## src/logic/rsStatsPkg.sv

```systemverilog
//####################################################################
// Register map, report and frame structs and control register layout
// shared by the RS decoder statistics block
//####################################################################
`default_nettype none

package rsStatsPkg;

    // Word addresses, only bits 4:2 are decoded
    localparam logic [4:0] addrControl    = 5'h00;
    localparam logic [4:0] addrStatus     = 5'h04;
    localparam logic [4:0] addrAsmControl = 5'h08;

    // One decoded codeword result as delivered by the decoder core
    typedef struct packed {
        logic       valid;      // Single cycle report strobe
        logic [7:0] errors;     // Symbols corrected in this codeword
        logic       fail;       // Codeword was uncorrectable
    } cwReport_t;

    // What a lane holds between its write and the merger drain
    typedef struct packed {
        logic       full;       // A result is waiting in the lane
        logic [7:0] errors;
        logic       fail;
    } laneResult_t;

    // One merged frame, errors is wide enough for 8 lanes of 255
    typedef struct packed {
        logic        valid;
        logic [10:0] errors;
        logic        fail;
    } frameResult_t;

    // Control register, interleave selects the depth I
    typedef struct packed {
        logic [7:0] fill;       // Virtual fill length in symbols
        logic [3:0] interleave; // Interleaving depth
        logic [2:0] reserved;
        logic       rIndex;     // Selects RS(255,223) or RS(255,239)
    } rsControl_t;

    localparam rsControl_t controlReset = 16'h0010; // Depth 1, no fill

    // One bus access with a plain chip select and byte enables
    typedef struct packed {
        logic        cs;
        logic [4:0]  addr;
        logic [3:0]  wrEn;      // One enable per byte lane
        logic [31:0] wrData;
    } busReq_t;

endpackage

`default_nettype wire

```

## src/logic/codewordDistributor.sv

```systemverilog
//####################################################################
// Codeword distributor, steers reports to their interleave lanes
//####################################################################
`timescale 1ns/1ps
`default_nettype none

module codewordDistributor import rsStatsPkg::*; #(
    parameter int maxDepth = 8
) (
    input  wire logic                         busClk,
    input  wire logic                         rstN,
    input  wire cwReport_t                    report,
    input  wire rsControl_t                   control,
    output cwReport_t                         laneWr [maxDepth],
    output logic [$clog2(maxDepth + 1)-1:0]   frameDepth  // Depth of the frame now filling
);

    localparam int laneIdxW = (maxDepth > 1) ? $clog2(maxDepth) : 1;
    localparam int depthW   = $clog2(maxDepth + 1);

    logic [laneIdxW-1:0] pos;      // Codeword position inside the frame
    logic [depthW-1:0]   depthQ;   // Depth latched at the last frame start
    logic [depthW-1:0]   reqDepth; // Clamped depth requested by control
    logic [depthW-1:0]   curDepth; // Depth that applies to this report
    logic                lastPos;

    // Zero means depth 1 and anything beyond the lane count is clipped
    always_comb begin
        if (control.interleave == 4'd0) begin
            reqDepth = depthW'(1);
        end else if (int'(control.interleave) > maxDepth) begin
            reqDepth = depthW'(maxDepth);
        end else begin
            reqDepth = depthW'(control.interleave);
        end
    end

    assign curDepth   = (pos == '0) ? reqDepth : depthQ; // New depth only at position 0
    assign lastPos    = (int'(pos) + 1) == int'(curDepth);
    assign frameDepth = depthQ;

    always_ff @(posedge busClk or negedge rstN) begin
        if (!rstN) begin
            pos    <= '0;
            depthQ <= depthW'(1);
        end else if (report.valid) begin
            depthQ <= curDepth;
            pos    <= lastPos ? '0 : pos + 1'b1; // Wrap after the last codeword
        end
    end

    // One registered write port per lane, only the addressed lane sees valid
    for (genvar i = 0; i < maxDepth; i++) begin : gLaneWr
        always_ff @(posedge busClk or negedge rstN) begin
            if (!rstN) begin
                laneWr[i] <= '0;
            end else begin
                laneWr[i].valid  <= report.valid && (int'(pos) == i);
                laneWr[i].errors <= report.errors;
                laneWr[i].fail   <= report.fail;
            end
        end
    end

    // Latched depth must always select at least one lane
    assert property (@(posedge busClk) disable iff (!rstN) depthQ != '0);

endmodule

`default_nettype wire

```

## src/logic/laneAccumulator.sv

```systemverilog
//####################################################################
// Lane accumulator, holds one codeword result for the merger
//####################################################################
`timescale 1ns/1ps
`default_nettype none

module laneAccumulator import rsStatsPkg::*; (
    input  wire logic      busClk,
    input  wire logic      rstN,
    input  wire cwReport_t laneWr,     // Registered report for this lane
    input  wire logic      laneDrain,  // Merger has taken the frame
    output laneResult_t    laneState
);

    // A write beats a drain in the same cycle so the next frame is kept
    always_ff @(posedge busClk or negedge rstN) begin
        if (!rstN) begin
            laneState <= '0;
        end else if (laneWr.valid) begin
            laneState.full   <= 1'b1;
            laneState.errors <= laneWr.errors;
            laneState.fail   <= laneWr.fail;
        end else if (laneDrain) begin
            laneState.full <= 1'b0; // Payload stays, only full matters
        end
    end

    // There is no back-pressure, a full lane must be drained before reuse
    assert property (@(posedge busClk) disable iff (!rstN)
        laneWr.valid |-> (!laneState.full || laneDrain));

endmodule

`default_nettype wire

```

## src/logic/frameMerger.sv

```systemverilog
//####################################################################
// Frame merger, sums lane errors and ORs lane failures per frame
//####################################################################
`timescale 1ns/1ps
`default_nettype none

module frameMerger import rsStatsPkg::*; #(
    parameter int maxDepth = 8
) (
    input  wire logic                             busClk,
    input  wire logic                             rstN,
    input  wire laneResult_t                      laneState [maxDepth],
    input  wire cwReport_t                        laneWr [maxDepth],
    input  wire logic [$clog2(maxDepth + 1)-1:0]  frameDepth,
    output frameResult_t                          frame,
    output logic                                  laneDrain
);

    localparam int depthW = $clog2(maxDepth + 1);

    logic [depthW-1:0] depthQ;   // Depth of the frame being completed
    logic              complete; // Lanes 0 to depth-1 all hold a result
    logic [10:0]       errSum;
    logic              failAny;

    // The position 0 write marks a frame start, take its depth there
    always_ff @(posedge busClk or negedge rstN) begin
        if (!rstN) begin
            depthQ <= depthW'(1);
        end else if (laneWr[0].valid) begin
            depthQ <= frameDepth;
        end
    end

    always_comb begin
        complete = 1'b1;
        errSum   = '0;
        failAny  = 1'b0;
        for (int i = 0; i < maxDepth; i++) begin
            if (i < int'(depthQ)) begin // Lanes past the depth are ignored
                complete = complete & laneState[i].full;
                errSum   = errSum + 11'(laneState[i].errors);
                failAny  = failAny | laneState[i].fail;
            end
        end
    end

    // Drain in the detect cycle so a new position 0 write lands cleanly
    assign laneDrain = complete;

    always_ff @(posedge busClk or negedge rstN) begin
        if (!rstN) begin
            frame <= '0;
        end else begin
            frame.valid  <= complete;
            frame.errors <= errSum;
            frame.fail   <= failAny;
        end
    end

    // A frame of depth d carries at most d codewords of 255 errors
    assert property (@(posedge busClk) disable iff (!rstN)
        frame.valid |-> int'(frame.errors) <= int'($past(depthQ)) * 255);

endmodule

`default_nettype wire

```

## src/logic/rsStatsCounters.sv

```systemverilog
//####################################################################
// Saturating fail, frame and error counters with clear on read
//####################################################################
`timescale 1ns/1ps
`default_nettype none

module rsStatsCounters import rsStatsPkg::*; (
    input  wire logic         busClk,
    input  wire logic         rstN,
    input  wire frameResult_t frame,
    input  wire logic         clearStats, // Pulse after a status read
    output logic [7:0]        failCnt,
    output logic [7:0]        frameCnt,
    output logic [15:0]       errCnt
);

    logic [16:0] errNext; // One extra bit to spot the carry out

    assign errNext = {1'b0, errCnt} + 17'(frame.errors);

    //####################################################################
    // Counters, a clear wins over a frame in the same cycle
    //####################################################################

    always_ff @(posedge busClk or negedge rstN) begin
        if (!rstN) begin
            failCnt  <= '0;
            frameCnt <= '0;
            errCnt   <= '0;
        end else if (clearStats) begin
            failCnt  <= '0;
            frameCnt <= '0;
            errCnt   <= '0; // A frame arriving now is dropped
        end else if (frame.valid) begin
            if (frameCnt != 8'hFF) begin
                frameCnt <= frameCnt + 1'b1;
            end
            if (frame.fail && (failCnt != 8'hFF)) begin
                failCnt <= failCnt + 1'b1;
            end
            // Clip at the top instead of wrapping
            errCnt <= errNext[16] ? 16'hFFFF : errNext[15:0];
        end
    end

endmodule

`default_nettype wire

```

## src/logic/rsRegs.sv

```systemverilog
//####################################################################
// Register file, byte lane writes, read mux and clear strobe
//####################################################################
`timescale 1ns/1ps
`default_nettype none

module rsRegs import rsStatsPkg::*; (
    input  wire logic        busClk,
    input  wire logic        rstN,
    input  wire busReq_t     bus,
    input  wire logic [7:0]  failCnt,
    input  wire logic [7:0]  frameCnt,
    input  wire logic [15:0] errCnt,
    output logic [31:0]      readData,
    output rsControl_t       control,
    output logic [31:0]      asmControl,
    output logic             clearStats
);

    logic isControl;
    logic isStatus;
    logic isAsm;
    logic statusReadQ; // Last cycle was a status read with cs high

    //####################################################################
    // Address decode
    //####################################################################

    // Low two address bits are byte offsets and carry no meaning
    assign isControl = bus.addr[4:2] == addrControl[4:2];
    assign isStatus  = bus.addr[4:2] == addrStatus[4:2];
    assign isAsm     = bus.addr[4:2] == addrAsmControl[4:2];

    //####################################################################
    // Byte lane writes
    //####################################################################

    always_ff @(posedge busClk or negedge rstN) begin
        if (!rstN) begin
            control    <= controlReset;
            asmControl <= '0;
        end else if (bus.cs) begin
            // Control has only the lower half word
            if (isControl) begin
                if (bus.wrEn[0]) begin
                    control[7:0] <= bus.wrData[7:0];
                end
                if (bus.wrEn[1]) begin
                    control[15:8] <= bus.wrData[15:8];
                end
            end
            if (isAsm) begin
                for (int b = 0; b < 4; b++) begin
                    if (bus.wrEn[b]) begin
                        asmControl[8*b +: 8] <= bus.wrData[8*b +: 8];
                    end
                end
            end
        end
    end

    //####################################################################
    // Read mux and clear strobe
    //####################################################################

    always_comb begin
        if (!bus.cs) begin
            readData = '0; // Idle bus reads as zero
        end else if (isControl) begin
            readData = {16'h0000, control};
        end else if (isStatus) begin
            readData = {failCnt, frameCnt, errCnt};
        end else if (isAsm) begin
            readData = asmControl;
        end else begin
            readData = '0; // Unmapped word
        end
    end

    // The clear fires one cycle after cs drops on a status read
    always_ff @(posedge busClk or negedge rstN) begin
        if (!rstN) begin
            statusReadQ <= 1'b0;
            clearStats  <= 1'b0;
        end else begin
            statusReadQ <= bus.cs && isStatus && (bus.wrEn == 4'b0000);
            clearStats  <= statusReadQ && !bus.cs;
        end
    end

endmodule

`default_nettype wire

```

## src/logic/rsStatsTop.sv

```systemverilog
//####################################################################
// RS decoder statistics top, distributor, lanes, merger, counters, regs
//####################################################################
`timescale 1ns/1ps
`default_nettype none

module rsStatsTop import rsStatsPkg::*; #(
    parameter int maxDepth = 8  // Number of interleave lanes
) (
    input  wire logic      busClk,
    input  wire logic      rstN,
    input  wire cwReport_t report,
    input  wire busReq_t   bus,
    output logic [31:0]    readData,
    output rsControl_t     control,
    output logic [31:0]    asmControl
);

    cwReport_t                         laneWr [maxDepth];    // Distributor to lanes
    laneResult_t                       laneState [maxDepth]; // Lanes to merger
    logic [$clog2(maxDepth + 1)-1:0]   frameDepth;
    logic                              laneDrain;
    frameResult_t                      frame;
    logic                              clearStats;
    logic [7:0]                        failCnt;
    logic [7:0]                        frameCnt;
    logic [15:0]                       errCnt;

    codewordDistributor #(.maxDepth(maxDepth)) u_distributor (
        .busClk, .rstN, .report, .control, .laneWr, .frameDepth
    );

    // One accumulator per interleave lane
    for (genvar i = 0; i < maxDepth; i++) begin : gLane
        laneAccumulator u_lane (
            .busClk, .rstN, .laneWr(laneWr[i]), .laneDrain, .laneState(laneState[i])
        );
    end

    frameMerger #(.maxDepth(maxDepth)) u_merger (
        .busClk, .rstN, .laneState, .laneWr, .frameDepth, .frame, .laneDrain
    );

    rsStatsCounters u_counters (
        .busClk, .rstN, .frame, .clearStats, .failCnt, .frameCnt, .errCnt
    );

    rsRegs u_regs (
        .busClk, .rstN, .bus, .failCnt, .frameCnt, .errCnt,
        .readData, .control, .asmControl, .clearStats
    );

endmodule

`default_nettype wire

```

## config.mk

```make
export PLATFORM = sky130hd
export DESIGN_NAME = rsStatsTop
export DESIGN_NICKNAME = d
export VERILOG_FILES = /design/src/logic/rsStatsPkg.sv /design/src/logic/codewordDistributor.sv /design/src/logic/laneAccumulator.sv /design/src/logic/frameMerger.sv /design/src/logic/rsStatsCounters.sv /design/src/logic/rsRegs.sv /design/src/logic/rsStatsTop.sv
export SDC_FILE = /design/constraint.sdc
export NUM_CORES = 1
export LEC_CHECK = 0
export BUFFER_PORTS_ARGS = -buffer_cell sky130_fd_sc_hd__buf_2
export CAP_MARGIN = 5
export CORE_ASPECT_RATIO = 0.75
export CORE_MARGIN = 3
export CORE_UTILIZATION = 53
export CTS_CLUSTER_SIZE = 25
export DETAILED_ROUTE_END_ITERATION = 16
export GPL_ROUTABILITY_DRIVEN = 0
export GPL_TIMING_DRIVEN = 0
export HOLD_SLACK_MARGIN = 0.03
export PLACE_DENSITY = 0.73
export SYNTH_ARGS = -nofsm -noshare
export SYNTH_HDL_FRONTEND = slang
export SYNTH_SLANG_ARGS = --single-unit
```

## constraint.sdc

```tcl
create_clock -name busClk -period 16.7 [get_ports busClk]
set_clock_uncertainty 0.1 [all_clocks]
set_input_delay 0.835 -clock busClk [delete_from_list [all_inputs] [get_ports busClk]]
set_output_delay 0.835 -clock busClk [all_outputs]
set_load 0.005 [all_outputs]
```

==> key figures <==
Layout
  • # fillers: ~1,900
  • Layout cell share with drive strength beyond 1: 0.243
  • Nets: about 1,500
  • Area Overhead vs Synth: 14.6%
  • Register area: just over 5000 µm²
  • Area taken by multi-input logic gates: 6800 µm²
  • Diodes inserted: 0

Timing
  • Final Hold Vio Count: 0
  • Slew @ Worst Pin: 0.864 ns
  • Period minus WS final: 10.26 ns
  • Worst slew margin: 0.424
  • RSZ-0062 raised after global routing: no
  • Fin crit share: 0.614
  • Final max-slew violation count: 0
  • Max frequency: between 90 and 100 MHz
  • Setup-failing EPs final: 0
  • Final TNS setup: 0 ns

Clock network
  • H-tree depth: 1
  • TritonCTS buffer count: 22
  • CTS Buffer Depth: 3
  • Post-CTS Setup Bufs: 0
  • Post-CTS resize count: 0
  • Clock Tree Root: clkbuf_16
  • # clock sinks: 203
  • CTS tree: built
  • Worst skew pair latency: about 0.52 ns
  • Hold_buf cts: 0
  • CTS clock-pin slew for the worst setup and hold paths: roughly 0.06 ns

Setup path
  • CP arrival: approximately 11 ns
  • Required time worst endpoint: 17.00 ns
  • Critical Path Fanout Max: 10
  • Critical path class: reg -> reg
  • Most frequent CP cell: ha_1
  • CP Launch Type: flop
  • CP endpoint kind: flop
  • Delay-heaviest family, CP: compound AO/OA/AOI/OAI gates
  • Max incr delay on CP: 0.61 ns
  • CP max-delay cell: nor2_1
  • Buf/Inv on CP: 3

Floorplanning
  • Die Y-Extent: 138 µm
  • Initial Utilization: 0.547
  • FP Rows: 47
  • I/O Pins: 134
  • Core ar.: approximately 22,000 µm²
  • Die Area: around 25,000 µm²
  • Die Wd: 181 µm

Synth
  • Synth cell types: 75
  • Synth Cell Area: 12,200 µm²
  • Most frequent cell after synthesis: dfrtp_1
  • Seq/Total Area, Yosys: 0.416
  • Async S/R FF share, synth: 1.00
  • Syn Area/Cell: between 10 and 15 µm²
  • Post-synth EDFFs: 0
  • Synth area leader: dfrtp_1
  • Synth area leaders: dfrtp_1 41%, mux2_2 12%, ha_1 7.7%
  • Primary FF master, synth: dfrtp_1
  • Synth Register Bits: 203
  • Ys Warns: 0
  • Post-Syn Nets: 1,338
  • Synthesized instance count: 1,201
  • Yosys top cell area share: 0.409
  • List of most frequent post-synthesis cells: 200 x dfrtp_1, 135 x mux2_2, 113 x nor2_1

GRT
  • Initial antenna violation count: 0
  • Vias in the first global route: between 9,000 and 10,000
  • Total track usage: 0.242
  • First-pass GRT wire length: ~49 mm
  • Largest net degree at the start of global routing: ~100
  • Overflow after GRT: 0

Route
  • Final antenna-violating net count: 0
  • Via density per instance: 5.84
  • Drt total wl: 31.0 mm
  • Routed vias: 9,737
  • DR iter-0 viols: 713
  • Per-cell routed wire length: about 19 µm
  • # DRC: 0
  • DR pass1 iterations: 5

Place
  • I/O Buffers: about 130
  • Final HPWL DP: 23.0 mm

Hold path
  • Tightest Hold Check Type: in -> async

Flow run
  • Max-cap violations: 0

Run status
  • Status: finished clean
[path summary, 6_finish.rpt]
check                                                               from                                  endpoint  slack (ns)  cells after the start
min in group busClk                                            report[1]        u_distributor.laneWr[71]$_DFF_PN0_        0.32                      1
worst min-delay path                                                rstN         u_regs.asmControl[10]$_DFFE_PN0P_        0.30                      1
max in group asynchronous                                           rstN            u_merger.depthQ[0]$_DFFE_PN1P_       15.23                      2
worst max register to register            u_merger.depthQ[3]$_DFFE_PN0P_              u_merger.frame[11]$_DFF_PN0_        6.44                     40
worst min register to register  gLane[6].u_lane.laneState[9]$_DFFE_PN0P_  gLane[6].u_lane.laneState[9]$_DFFE_PN0P_        0.38                      1
worst max-delay path                      u_merger.depthQ[3]$_DFFE_PN0P_              u_merger.frame[11]$_DFF_PN0_        6.44                     40
[flip-flops by register name, indices dropped and copies added (netlist names)]
| name | flops |
|---|---|
| u_distributor.pos | 3 |
| u_counters.errCnt | 16 |
| u_regs.control | 16 |
| u_distributor.laneWr | 17 |
| u_counters.frameCnt | 8 |
| u_distributor.frameDepth | 4 |
| u_regs.clearStats | 1 |
| u_regs.statusReadQ | 1 |
| u_counters.failCnt | 8 |
| u_regs.asmControl | 32 |
| u_merger.depthQ | 4 |
| u_merger.frame | 13 |
| gLane.u_lane.laneState | 80 |
[logic make-up (layout without fill, tap and decap cells)]
logic type,count (synthesis),after routing,synth area share
compound gates,304,304,0.167
fa+ha+maj,83,83,0.0898
simple gates,313,313,0.119
mux,151,151,0.137
buf+inv,91,262,0.0285
flops,203,203,0.416
xor+xnor,56,56,0.0420
[cell usage in the layout (no fill, tap or decap), drive strengths merged, types with 16 or more instances in the layout]
cell type	n
mux2	135
nor3	27
nor2	114
a21oi	53
nor2b	26
a21o	30
ha	75
a22oi	17
xor2	22
inv	48
buf	141
nand3	23
xnor2	33
mux2i	16
clkbuf	61
a21boi	18
nand2	68
o21ai	90
dfrtp	200
a211oi	23
[layout make-up]
type                            count  area share
Tap cell                          294      0.0262
Clock inverter                     12      0.0106
Sequential cell                   203       0.363
Buffer                             43      0.0121
Clock buffer                       27      0.0413
Multi-Input combinational cell    907       0.485
Timing Repair Buffer              132      0.0495
Inverter                           48      0.0129
[routing by layer]
metal  vias to the layer above  global-route usage  wire, µm
li1                       4641                   -         -
met3                        37              0.0346      1670
met2                       272               0.360     13400
met5                         -                   0         0
met1                      4787               0.382     15500
met4                         0              0.0419       446
[worst reg2reg max path, delay by kind of cell (launching register included)]
family	cells	cell delay [ns]
AO/OA/AOI/OAI	15	3.47
adder cells (fa/ha/maj)	8	2.70
AND/OR/NAND/NOR	7	1.59
multiplexers	3	0.75
XOR/XNOR	4	0.69
buffers and inverters	3	0.50
flip-flops	1	0.37
[stage by stage]
step	std cells	hold WS (ns)	setup WS (ns)	instance area, µm²	utilization
floorplan	1201	0.339	8.30	12200	-
global placement	1626	0.360	6.94	13300	0.593
detailed placement	1627	0.367	6.67	13300	0.595
CTS	1666	0.307	6.60	14000	0.627
global route	1666	0.312	5.91	14000	0.627
finish	1666	0.302	6.44	14000	0.627
Power is not shown: default switching activity piles up to over one toggle a cycle in this logic, so the estimate is an artifact.
